### config.mk
export PLATFORM = sky130hd
export DESIGN_NAME = wfg_top
export DESIGN_NICKNAME = d
export VERILOG_FILES = /design/src/wfg_pkg.sv /design/src/wfg_wb_if.sv /design/src/wfg_core.sv /design/src/wfg_stim_sine.sv /design/src/wfg_drive_spi.sv /design/src/wfg_top.sv
export VERILOG_INCLUDE_DIRS = /design/src
export SDC_FILE = /design/constraint.sdc
export NUM_CORES = 1
export LEC_CHECK = 0
export BUFFER_PORTS_ARGS = -buffer_cell sky130_fd_sc_hd__clkbuf_2
export CORE_ASPECT_RATIO = 0.9
export CORE_MARGIN = 4
export CORE_UTILIZATION = 40
export DETAILED_ROUTE_END_ITERATION = 7
export PLACE_DENSITY = 0.53
export SETUP_SLACK_MARGIN = 0.3
export SYNTH_ARGS = -nofsm -noshare
export SYNTH_HDL_FRONTEND = slang
export SYNTH_SLANG_ARGS = --single-unit
### constraint.sdc
create_clock -name io_wbs_clk -period 12.5 [get_ports io_wbs_clk]
set_input_delay 0.625 -clock io_wbs_clk [delete_from_list [all_inputs] [get_ports io_wbs_clk]]
set_output_delay 0.625 -clock io_wbs_clk [all_outputs]
set_load 0.01 [all_outputs]
### src/wfg_defs.svh
/* Widths, page numbers and fraction bits shared by the waveform generator blocks
   Included by every file that sizes a bus, a sample or a page compare */
`ifndef WFG_DEFS_SVH
`define WFG_DEFS_SVH

// Bus sizing
`define WFG_BUSW      32
`define WFG_ADR_W     4     // Register offset bits inside a page

// Signed two's complement samples
`define WFG_SAMPLE_W  18

// Sine coefficient is Q1.16
`define WFG_COEF_FRAC 16

// Address bits 31 to 4 select the peripheral
`define WFG_PAGE_CORE 1
`define WFG_PAGE_SINE 2
`define WFG_PAGE_SPI  3

`endif

### src/wfg_pkg.sv
/* Register offset and SPI state types of the waveform generator
   Referenced by scoped name from the peripherals */
`default_nettype none
`include "wfg_defs.svh"

package wfg_pkg;

    // Offsets inside a page, address bits 3 to 0
    typedef enum logic [`WFG_ADR_W-1:0] {
        REG_CTRL = 4'h0,
        REG_CFG0 = 4'h4,
        REG_CFG1 = 4'h8,
        REG_STAT = 4'hC
    } wfg_reg_e;

    typedef enum logic [1:0] {
        SPI_IDLE,
        SPI_SHIFT,
        SPI_DONE    // One cycle to release cs_n
    } spi_state_e;

endpackage

`default_nettype wire

### src/wfg_wb_if.sv
/* Register bus from the page decoder to one peripheral
   The decoder drives the request side, the peripheral answers with ack and read data */
`default_nettype none
`include "wfg_defs.svh"

interface wfg_wb_if;
    logic                  stb;
    logic                  we;
    logic [`WFG_ADR_W-1:0] adr;     // Offset inside the page
    logic [`WFG_BUSW-1:0]  dat_wr;
    logic [`WFG_BUSW-1:0]  dat_rd;  // Combinational from adr
    logic                  ack;     // Same cycle as stb

    modport master (
        output stb, we, adr, dat_wr,
        input  dat_rd, ack
    );

    modport slave (
        input  stb, we, adr, dat_wr,
        output dat_rd, ack
    );
endinterface

`default_nettype wire

### src/wfg_core.sv
/* Pattern timing core, makes the subcycle and sync pulses for the downstream blocks
   CTRL bit 0 runs the counters, CFG0 and CFG1 set the subcycle and sync periods */
`default_nettype none
`include "wfg_defs.svh"

module wfg_core (
    input  logic    io_wbs_clk,
    input  logic    rst_n_i,
    wfg_wb_if.slave wb,
    output logic    pat_sync_o,
    output logic    pat_subcycle_o,
    output logic    active_o
);
    logic        ctrl_en;
    logic [15:0] cfg_div;   // Cycles per subcycle minus one
    logic [7:0]  cfg_subs;  // Subcycles per sync minus one
    logic [15:0] sub_cnt;
    logic [7:0]  sync_cnt;  // Subcycles left before the next sync

    assign wb.ack   = wb.stb;
    assign active_o = ctrl_en;

    always_comb begin
        case (wfg_pkg::wfg_reg_e'(wb.adr))
            wfg_pkg::REG_CTRL: wb.dat_rd = `WFG_BUSW'(ctrl_en);
            wfg_pkg::REG_CFG0: wb.dat_rd = `WFG_BUSW'(cfg_div);
            wfg_pkg::REG_CFG1: wb.dat_rd = `WFG_BUSW'(cfg_subs);
            wfg_pkg::REG_STAT: wb.dat_rd = `WFG_BUSW'({sync_cnt, ctrl_en});
            default:           wb.dat_rd = '0;
        endcase
    end

    // Register writes
    always_ff @(posedge io_wbs_clk or negedge rst_n_i) begin
        if (!rst_n_i) begin
            ctrl_en  <= 1'b0;
            cfg_div  <= '0;
            cfg_subs <= '0;
        end else if (wb.stb && wb.we) begin
            case (wfg_pkg::wfg_reg_e'(wb.adr))
                wfg_pkg::REG_CTRL: ctrl_en  <= wb.dat_wr[0];
                wfg_pkg::REG_CFG0: cfg_div  <= wb.dat_wr[15:0];
                wfg_pkg::REG_CFG1: cfg_subs <= wb.dat_wr[7:0];
                default: ;
            endcase
        end
    end

    // Two chained down-counters
    always_ff @(posedge io_wbs_clk or negedge rst_n_i) begin
        if (!rst_n_i) begin
            sub_cnt        <= '0;
            sync_cnt       <= '0;
            pat_subcycle_o <= 1'b0;
            pat_sync_o     <= 1'b0;
        end else if (!ctrl_en) begin
            // Preload so the first period is full length
            sub_cnt        <= cfg_div;
            sync_cnt       <= cfg_subs;
            pat_subcycle_o <= 1'b0;
            pat_sync_o     <= 1'b0;
        end else begin
            pat_subcycle_o <= (sub_cnt == '0);
            pat_sync_o     <= (sub_cnt == '0) && (sync_cnt == '0);
            if (sub_cnt == '0) begin
                sub_cnt  <= cfg_div;
                sync_cnt <= (sync_cnt == '0) ? cfg_subs : sync_cnt - 8'd1;
            end else begin
                sub_cnt <= sub_cnt - 16'd1;
            end
        end
    end

    // The SPI driver relies on sync landing on a subcycle boundary
    assert property (@(posedge io_wbs_clk) disable iff (!rst_n_i)
        pat_sync_o |-> pat_subcycle_o);

endmodule

`default_nettype wire

### src/wfg_stim_sine.sv
/* Sine stimulus, a second-order integer recurrence stepped once per stream transfer
   CFG0 holds 2*cos(step) in Q1.16, CFG1 the starting amplitude */
`default_nettype none
`include "wfg_defs.svh"

module wfg_stim_sine (
    input  logic                     io_wbs_clk,
    input  logic                     rst_n_i,
    wfg_wb_if.slave                  wb,
    input  logic                     sample_ready_i,
    output logic                     sample_valid_o,
    output logic [`WFG_SAMPLE_W-1:0] sample_data_o
);
    localparam int SW = `WFG_SAMPLE_W;
    localparam int CW = `WFG_COEF_FRAC + 2;  // Sign, one integer bit, fraction
    localparam int PW = SW + CW;

    logic                 ctrl_en;
    logic                 en_q;      // Enable one cycle late, catches the rising edge
    logic [CW-1:0]        coef;
    logic [SW-1:0]        amp;
    logic signed [SW-1:0] cur_q;
    logic signed [SW-1:0] prev_q;
    logic signed [PW-1:0] prod;
    logic signed [PW-1:0] diff;
    logic                 xfer;

    assign wb.ack = wb.stb;

    always_comb begin
        case (wfg_pkg::wfg_reg_e'(wb.adr))
            wfg_pkg::REG_CTRL: wb.dat_rd = `WFG_BUSW'(ctrl_en);
            wfg_pkg::REG_CFG0: wb.dat_rd = `WFG_BUSW'(coef);
            wfg_pkg::REG_CFG1: wb.dat_rd = `WFG_BUSW'(amp);
            wfg_pkg::REG_STAT: wb.dat_rd = `WFG_BUSW'(cur_q);  // Sign-extended
            default:           wb.dat_rd = '0;
        endcase
    end

    always_ff @(posedge io_wbs_clk or negedge rst_n_i) begin
        if (!rst_n_i) begin
            ctrl_en <= 1'b0;
            coef    <= '0;
            amp     <= '0;
        end else if (wb.stb && wb.we) begin
            case (wfg_pkg::wfg_reg_e'(wb.adr))
                wfg_pkg::REG_CTRL: ctrl_en <= wb.dat_wr[0];
                wfg_pkg::REG_CFG0: coef    <= wb.dat_wr[CW-1:0];
                wfg_pkg::REG_CFG1: amp     <= wb.dat_wr[SW-1:0];
                default: ;
            endcase
        end
    end

    // Valid only once the amplitude has been loaded
    assign sample_valid_o = ctrl_en && en_q;
    assign sample_data_o  = cur_q;
    assign xfer           = sample_valid_o && sample_ready_i;

    // s[n+1] = (c * s[n]) >>> 16 - s[n-1], wrapped to the sample width
    assign prod = $signed(coef) * cur_q;
    assign diff = (prod >>> `WFG_COEF_FRAC) - prev_q;

    always_ff @(posedge io_wbs_clk or negedge rst_n_i) begin
        if (!rst_n_i) begin
            en_q   <= 1'b0;
            cur_q  <= '0;
            prev_q <= '0;
        end else begin
            en_q <= ctrl_en;
            if (ctrl_en && !en_q) begin
                // Restart the oscillator from the programmed amplitude
                cur_q  <= $signed(amp);
                prev_q <= '0;
            end else if (xfer) begin
                prev_q <= cur_q;
                cur_q  <= diff[SW-1:0];
            end
        end
    end

    assert property (@(posedge io_wbs_clk) disable iff (!rst_n_i)
        !ctrl_en |-> !sample_valid_o);

endmodule

`default_nettype wire

### src/wfg_drive_spi.sv
/* SPI output driver, shifts one stream sample out MSB first on each pattern sync
   CFG0 sets the sclk half period, CFG1 the word length from 1 to 18 */
`default_nettype none
`include "wfg_defs.svh"

module wfg_drive_spi (
    input  logic                     io_wbs_clk,
    input  logic                     rst_n_i,
    wfg_wb_if.slave                  wb,
    input  logic                     pat_sync_i,
    input  logic                     pat_subcycle_i,
    input  logic                     sample_valid_i,
    input  logic [`WFG_SAMPLE_W-1:0] sample_data_i,
    output logic                     sample_ready_o,
    output logic                     spi_sclk_o,
    output logic                     spi_cs_n_o,
    output logic                     spi_sdo_o
);
    localparam int W = `WFG_SAMPLE_W;

    logic                ctrl_en;
    logic [15:0]         cfg_div;   // Half period minus one
    logic [4:0]          cfg_len;
    logic [4:0]          eff_len;   // Word length clamped to 1..W
    wfg_pkg::spi_state_e state;
    logic [W-1:0]        shreg;
    logic [4:0]          bit_cnt;   // Rising edges still to come
    logic [15:0]         div_cnt;
    logic                tick;
    logic                accept;
    logic [15:0]         words;

    assign wb.ack = wb.stb;

    always_comb begin
        case (wfg_pkg::wfg_reg_e'(wb.adr))
            wfg_pkg::REG_CTRL: wb.dat_rd = `WFG_BUSW'(ctrl_en);
            wfg_pkg::REG_CFG0: wb.dat_rd = `WFG_BUSW'(cfg_div);
            wfg_pkg::REG_CFG1: wb.dat_rd = `WFG_BUSW'(cfg_len);
            wfg_pkg::REG_STAT: wb.dat_rd = `WFG_BUSW'({words, state != wfg_pkg::SPI_IDLE});
            default:           wb.dat_rd = '0;
        endcase
    end

    always_ff @(posedge io_wbs_clk or negedge rst_n_i) begin
        if (!rst_n_i) begin
            ctrl_en <= 1'b0;
            cfg_div <= '0;
            cfg_len <= '0;
        end else if (wb.stb && wb.we) begin
            case (wfg_pkg::wfg_reg_e'(wb.adr))
                wfg_pkg::REG_CTRL: ctrl_en <= wb.dat_wr[0];
                wfg_pkg::REG_CFG0: cfg_div <= wb.dat_wr[15:0];
                wfg_pkg::REG_CFG1: cfg_len <= wb.dat_wr[4:0];
                default: ;
            endcase
        end
    end

    assign eff_len = (cfg_len == 5'd0) ? 5'd1 : (cfg_len > 5'(W)) ? 5'(W) : cfg_len;

    // Only sync pulses seen while idle take a sample
    assign sample_ready_o = ctrl_en && (state == wfg_pkg::SPI_IDLE) && pat_sync_i;
    assign accept         = sample_ready_o && sample_valid_i;
    assign tick           = (div_cnt == '0);

    // Half-period divider, realigned to the pattern until a word starts
    always_ff @(posedge io_wbs_clk or negedge rst_n_i) begin
        if (!rst_n_i) begin
            div_cnt <= '0;
        end else if ((pat_subcycle_i && state != wfg_pkg::SPI_SHIFT) || tick) begin
            div_cnt <= cfg_div;
        end else begin
            div_cnt <= div_cnt - 16'd1;
        end
    end

    // Shift on each falling edge, except after the last bit
    always_ff @(posedge io_wbs_clk) begin
        if (accept) begin
            shreg <= sample_data_i;
        end else if (state == wfg_pkg::SPI_SHIFT && tick && spi_sclk_o && bit_cnt != '0) begin
            shreg <= shreg << 1;
        end
    end

    assign spi_sdo_o = (state == wfg_pkg::SPI_SHIFT) && shreg[W-1];

    always_ff @(posedge io_wbs_clk or negedge rst_n_i) begin
        if (!rst_n_i) begin
            state      <= wfg_pkg::SPI_IDLE;
            bit_cnt    <= '0;
            spi_sclk_o <= 1'b0;
            spi_cs_n_o <= 1'b1;
            words      <= '0;
        end else if (!ctrl_en) begin
            // Abort any word in flight
            state      <= wfg_pkg::SPI_IDLE;
            spi_sclk_o <= 1'b0;
            spi_cs_n_o <= 1'b1;
        end else begin
            case (state)
                wfg_pkg::SPI_IDLE: begin
                    if (accept) begin
                        state      <= wfg_pkg::SPI_SHIFT;
                        bit_cnt    <= eff_len;
                        spi_cs_n_o <= 1'b0;
                    end
                end
                wfg_pkg::SPI_SHIFT: begin
                    if (tick) begin
                        spi_sclk_o <= !spi_sclk_o;
                        if (!spi_sclk_o) begin
                            bit_cnt <= bit_cnt - 5'd1;  // Rising edge, slave samples
                        end else if (bit_cnt == '0) begin
                            state <= wfg_pkg::SPI_DONE;
                        end
                    end
                end
                wfg_pkg::SPI_DONE: begin
                    state      <= wfg_pkg::SPI_IDLE;
                    spi_cs_n_o <= 1'b1;
                    words      <= words + 16'd1;
                end
                default: state <= wfg_pkg::SPI_IDLE;
            endcase
        end
    end

    assert property (@(posedge io_wbs_clk) disable iff (!rst_n_i)
        (state == wfg_pkg::SPI_IDLE) |-> spi_cs_n_o);

    // Clock parks low whenever the slave is deselected
    assert property (@(posedge io_wbs_clk) disable iff (!rst_n_i)
        spi_cs_n_o |-> !spi_sclk_o);

endmodule

`default_nettype wire

### src/wfg_top.sv
/* Waveform generator top, decodes the bus page and routes accesses to three peripherals
   Core pulses pace the sine stream into the SPI driver */
`default_nettype none
`include "wfg_defs.svh"

module wfg_top (
    input  logic                 io_wbs_clk,
    input  logic                 rst_n_i,
    input  logic [`WFG_BUSW-1:0] io_wbs_adr_i,
    input  logic [`WFG_BUSW-1:0] io_wbs_dat_wr_i,
    input  logic                 io_wbs_we_i,
    input  logic                 io_wbs_stb_i,
    output logic [`WFG_BUSW-1:0] io_wbs_dat_rd_o,
    output logic                 io_wbs_ack_o,
    output logic                 io_wbs_err_o,
    output logic                 spi_sclk_o,
    output logic                 spi_cs_n_o,
    output logic                 spi_sdo_o,
    output logic                 active_o
);
    localparam int PGW = `WFG_BUSW - `WFG_ADR_W;

    logic [PGW-1:0] page;
    logic [2:0]     page_sel;   // Core, sine, SPI
    logic           none_sel;
    logic           stb_gate;   // Blocks the held second cycle of a strobe

    logic                     pat_sync;
    logic                     pat_subcycle;
    logic                     sample_valid;
    logic                     sample_ready;
    logic [`WFG_SAMPLE_W-1:0] sample_data;

    wfg_wb_if core_bus ();
    wfg_wb_if sine_bus ();
    wfg_wb_if spi_bus ();

    assign page        = io_wbs_adr_i[`WFG_BUSW-1:`WFG_ADR_W];
    assign page_sel[0] = (page == PGW'(`WFG_PAGE_CORE));
    assign page_sel[1] = (page == PGW'(`WFG_PAGE_SINE));
    assign page_sel[2] = (page == PGW'(`WFG_PAGE_SPI));
    assign none_sel    = ~|page_sel;
    assign stb_gate    = io_wbs_stb_i && !io_wbs_ack_o && !io_wbs_err_o;

    // Request side of each peripheral bus
    assign core_bus.stb    = stb_gate && page_sel[0];
    assign core_bus.we     = io_wbs_we_i;
    assign core_bus.adr    = io_wbs_adr_i[`WFG_ADR_W-1:0];
    assign core_bus.dat_wr = io_wbs_dat_wr_i;

    assign sine_bus.stb    = stb_gate && page_sel[1];
    assign sine_bus.we     = io_wbs_we_i;
    assign sine_bus.adr    = io_wbs_adr_i[`WFG_ADR_W-1:0];
    assign sine_bus.dat_wr = io_wbs_dat_wr_i;

    assign spi_bus.stb     = stb_gate && page_sel[2];
    assign spi_bus.we      = io_wbs_we_i;
    assign spi_bus.adr     = io_wbs_adr_i[`WFG_ADR_W-1:0];
    assign spi_bus.dat_wr  = io_wbs_dat_wr_i;

    always_ff @(posedge io_wbs_clk or negedge rst_n_i) begin
        if (!rst_n_i) begin
            io_wbs_ack_o <= 1'b0;
            io_wbs_err_o <= 1'b0;
        end else begin
            io_wbs_ack_o <= core_bus.ack || sine_bus.ack || spi_bus.ack;
            io_wbs_err_o <= stb_gate && none_sel;  // Unmapped page
        end
    end

    // One-hot read mux, zero when no slave answered
    always_ff @(posedge io_wbs_clk) begin
        io_wbs_dat_rd_o <= ({`WFG_BUSW{core_bus.ack}} & core_bus.dat_rd)
                         | ({`WFG_BUSW{sine_bus.ack}} & sine_bus.dat_rd)
                         | ({`WFG_BUSW{spi_bus.ack}}  & spi_bus.dat_rd);
    end

    wfg_core u_core (
        .io_wbs_clk     (io_wbs_clk),
        .rst_n_i        (rst_n_i),
        .wb             (core_bus.slave),
        .pat_sync_o     (pat_sync),
        .pat_subcycle_o (pat_subcycle),
        .active_o       (active_o)
    );

    wfg_stim_sine u_stim_sine (
        .io_wbs_clk     (io_wbs_clk),
        .rst_n_i        (rst_n_i),
        .wb             (sine_bus.slave),
        .sample_ready_i (sample_ready),
        .sample_valid_o (sample_valid),
        .sample_data_o  (sample_data)
    );

    wfg_drive_spi u_drive_spi (
        .io_wbs_clk     (io_wbs_clk),
        .rst_n_i        (rst_n_i),
        .wb             (spi_bus.slave),
        .pat_sync_i     (pat_sync),
        .pat_subcycle_i (pat_subcycle),
        .sample_valid_i (sample_valid),
        .sample_data_i  (sample_data),
        .sample_ready_o (sample_ready),
        .spi_sclk_o     (spi_sclk_o),
        .spi_cs_n_o     (spi_cs_n_o),
        .spi_sdo_o      (spi_sdo_o)
    );

    assert property (@(posedge io_wbs_clk) disable iff (!rst_n_i)
        $onehot0(page_sel));

endmodule

`default_nettype wire

==> flow_summary_export.csv <==
group,metric,value,unit
grt,antenna_found_initial,2,
grt,grt_max_degree,96,
sta,rsz0062_at_grt,"no",
sta,period_share,72.57,%
synthesis,synth_cell_types,69,
drt,drt_first_pass_iters,5,
synthesis,syn_inst,2308,
clock_tree,holdBufCountCts,0,
setup_path,max_stage_delay,1.04,ns
place,dp_hpwl,45400,µm
clock_tree,clk_pin_slew,0.06,ns
pwr,p_per_area,60.10,nW/µm²
final_layout,n_antenna_cell,0,
sta,finalMaxSlewViolations,0,
clock_tree,cts_root_buffer,"clkbuf_16",
final_layout,mostFrequentLayoutCells,"inv_1, fa_1, nand2_1, dfrtp_1, and2_1",
sta,worstMarginPinSlew,1.129,ns
pwr,peakVddDrop,0.00007450,V
sta,finalHoldViolCount,0,
sta,relSlewSlack,24.75,%
synthesis,ys_ff_latch,227,
synthesis,netlist_top_cells_area,"fa_1, dfrtp_1, inv_1",
final_layout,layout-drive-gt1-share,12.35,%
synthesis,syn_nets,2802,
setup_path,cp-end-kind,"flip-flop",
final_layout,final_util,43.75,%
setup_path,start_kind,"flip-flop",
clock_tree,numCtsBuffers,23,
synthesis,yosysWarnings,0,
final_layout,area_growth,8.391,%
clock_tree,cts_tree,"built",
sta,period_needed,9.072,ns
die,die_w,257.9,µm
drt,drcViolationCount,0,
setup_path,critical_path_peak_fanout,20,
pwr,p_leak,11.96,nW
drt,vias,15930,
final_layout,nNetsFinal,2820,
die,initial_core_util,40.36,%
sta,clock_skew,0.009015,ns
die,ios,106,
outcome,outcome,"complete, no violations",
setup_path,cpMostUsedCell,"fa_1",
setup_path,cp.buffers_inverters,3,
place,port_buffers,91,
clock_tree,post_cts_buffers,0,
sta,finalSetupViolations,0,
setup_path,cp.required,12.89,ns
clock_tree,cts_resized,0,
drt,drt_iter0_markers,1034,
setup_path,cpLargestDelayFamily,"adder cells",
clock_tree,htree_levels,1,
die,die_y,232.9,µm
synthesis,synth-edff-count,18,
pwr,power,0.001465,W
setup_path,cp_slowest_cell,"dfrtp_1",
die,rows,82,
clock_tree,clock-sinks,227,
worst_hold_path,hold_class,"in -> async",
synthesis,synth_top_area_share,28.05,%
die,dieArea,60080,µm²
die,core_area,55710,µm²
flow_run,cap_violations,0,
drt,vias_per_cell,5.145,
synthesis,netlist_area,22490,µm²
synthesis,yosys_most_used_dff,"dfrtp_1",
grt,grt_use_total,20.13,%
grt,overflow,0,
setup_path,cp.arrival,9.46,ns
grt,grt_pass1_vias,16890,
clock_tree,cts.path.max_buffers,3,
final_layout,final_common_cell,"inv_1",
sta,tns,0,ns
drt,postRouteAntennaNets,0,
synthesis,avgSynthCellArea,9.742,µm²
drt,wl_per_cell,19.03,µm
grt,grt_pass1_wl,96090,µm
place,place.gp.congestion,0.8523,
drt,routed_wl,58900,µm
setup_path,path_class,"reg -> reg",
synthesis,synth-seq-area-share,25.25,%
synthesis,synth_top_area_cell,"fa_1",
sta,fmax,110.2,MHz
clock_tree,worstSkewPairLatency,0.52,ns
synthesis,async_flop_share,83.70,%
==> synthesized netlist by cell type (3+ instances only) <==
| master | number |
|---|---|
| a211oi_1 | 4 |
| mux2i_1 | 3 |
| nand4_1 | 11 |
| a22o_1 | 19 |
| fa_1 | 315 |
| nand2_1 | 273 |
| nor4_1 | 16 |
| dfxtp_1 | 19 |
| and2_1 | 164 |
| buf_4 | 13 |
| inv_1 | 403 |
| a221o_1 | 3 |
| and3_1 | 13 |
| nor3_1 | 29 |
| buf_1 | 5 |
| mux2_2 | 114 |
| nand2b_1 | 17 |
| o221ai_1 | 10 |
| o22a_1 | 6 |
| nor2_1 | 70 |
| edfxtp_1 | 18 |
| a22oi_1 | 50 |
| or3_1 | 6 |
| o21ai_0 | 73 |
| nand3_1 | 24 |
| a21o_1 | 10 |
| a31oi_1 | 4 |
| and4_1 | 3 |
| xnor2_1 | 61 |
| o31ai_1 | 4 |
| o21a_1 | 4 |
| ha_1 | 111 |
| clkbuf_1 | 114 |
| a21oi_1 | 49 |
| nor2b_1 | 9 |
| dfrtp_1 | 189 |
| xor2_1 | 31 |
==> metrics by stage <==
step	hold slack, ns	instances	worst slack (ns)	instance area (µm²)
3_5_place_dp	0.4353	3057	3.536	23630
5_1_grt	0.2427	3096	2.968	24370
6_report	0.1923	3096	3.428	24370
4_1_cts	0.2111	3096	3.479	24370
3_3_place_gp	0.4339	3057	3.616	23630
2_1_floorplan	0.3294	2308	4.643	22490
==> metal layers <==
| metal | vias up | global-route usage [%] | part of all wire (%) |
|---|---|---|---|
| met5 | - | 0 | 0 |
| met4 | 0 | 2.475 | 1.2 |
| met3 | 43 | 2.721 | 4.7 |
| met2 | 299 | 32.29 | 46 |
| met1 | 8281 | 30.07 | 48 |
| li1 | 7305 | - | - |
==> flip-flops by register name, summed over array words and instances, names as in the netlist, 8 cells and up <==
register,count
u_stim_sine.prev_q,18
u_drive_spi.shreg,18
u_stim_sine.coef,18
u_core.cfg_subs,8
u_core.sub_cnt,16
io_wbs_dat_rd_o,19
u_core.sync_cnt,8
u_core.cfg_div,16
u_drive_spi.words,16
u_stim_sine.sample_data_o,18
u_stim_sine.amp,18
u_drive_spi.div_cnt,16
u_drive_spi.cfg_div,16
==> worst paths after layout <==
kind	cells after the start	slack [ns]	to	start
setup reg to reg	30	3.43	u_stim_sine.sample_data_o[17]$_DFFE_PN0P_	u_stim_sine.coef[6]$_DFFE_PN0P_
max in group asynchronous	3	10.50	u_stim_sine.prev_q[10]$_DFFE_PN0P_	rst_n_i
hold / removal	1	0.19	u_core.cfg_div[2]$_DFFE_PN0P_	rst_n_i
min in group io_wbs_clk	2	0.35	u_stim_sine.coef[16]$_DFFE_PN0P_	io_wbs_dat_wr_i[16]
setup / recovery	30	3.43	u_stim_sine.sample_data_o[17]$_DFFE_PN0P_	u_stim_sine.coef[6]$_DFFE_PN0P_
hold reg to reg	0	0.45	u_stim_sine.en_q$_DFF_PN0_	u_stim_sine.ctrl_en$_DFFE_PN0P_
==> report_power, final <==
group          leakage, nW  switching, W  internal, W  total (W)
combinational         8.69     0.0000303   0.00000990  0.0000402
clock                0.363      0.000293     0.000390   0.000684
sequential            2.91   0.000000137     0.000741   0.000741
total                 12.0      0.000324      0.00114    0.00146
==> cells by family after synthesis <==
logic type                 after synthesis  synth area share, %
muxes                                  118                5.943
DFF                                    227                25.25
adders and majority gates              426                34.22
buffers and inverters                  537                9.193
AOI/OAI and AO/OA                      259                7.724
and+or+nand+nor                        649                14.09
xor gates and xnor gates                92                3.584
==> layout make-up <==
class                           count  area (µm²)
Sequential cell                   227        5677
Clock buffer                       34       703.2
Tap cell                          756       945.9
Clock inverter                      5       36.28
Fill cell                        5418       31340
Multi-Input combinational cell   1544       14760
Inverter                          403        1513
Timing Repair Buffer              127       734.5
Power figures use the tool's default switching activity.
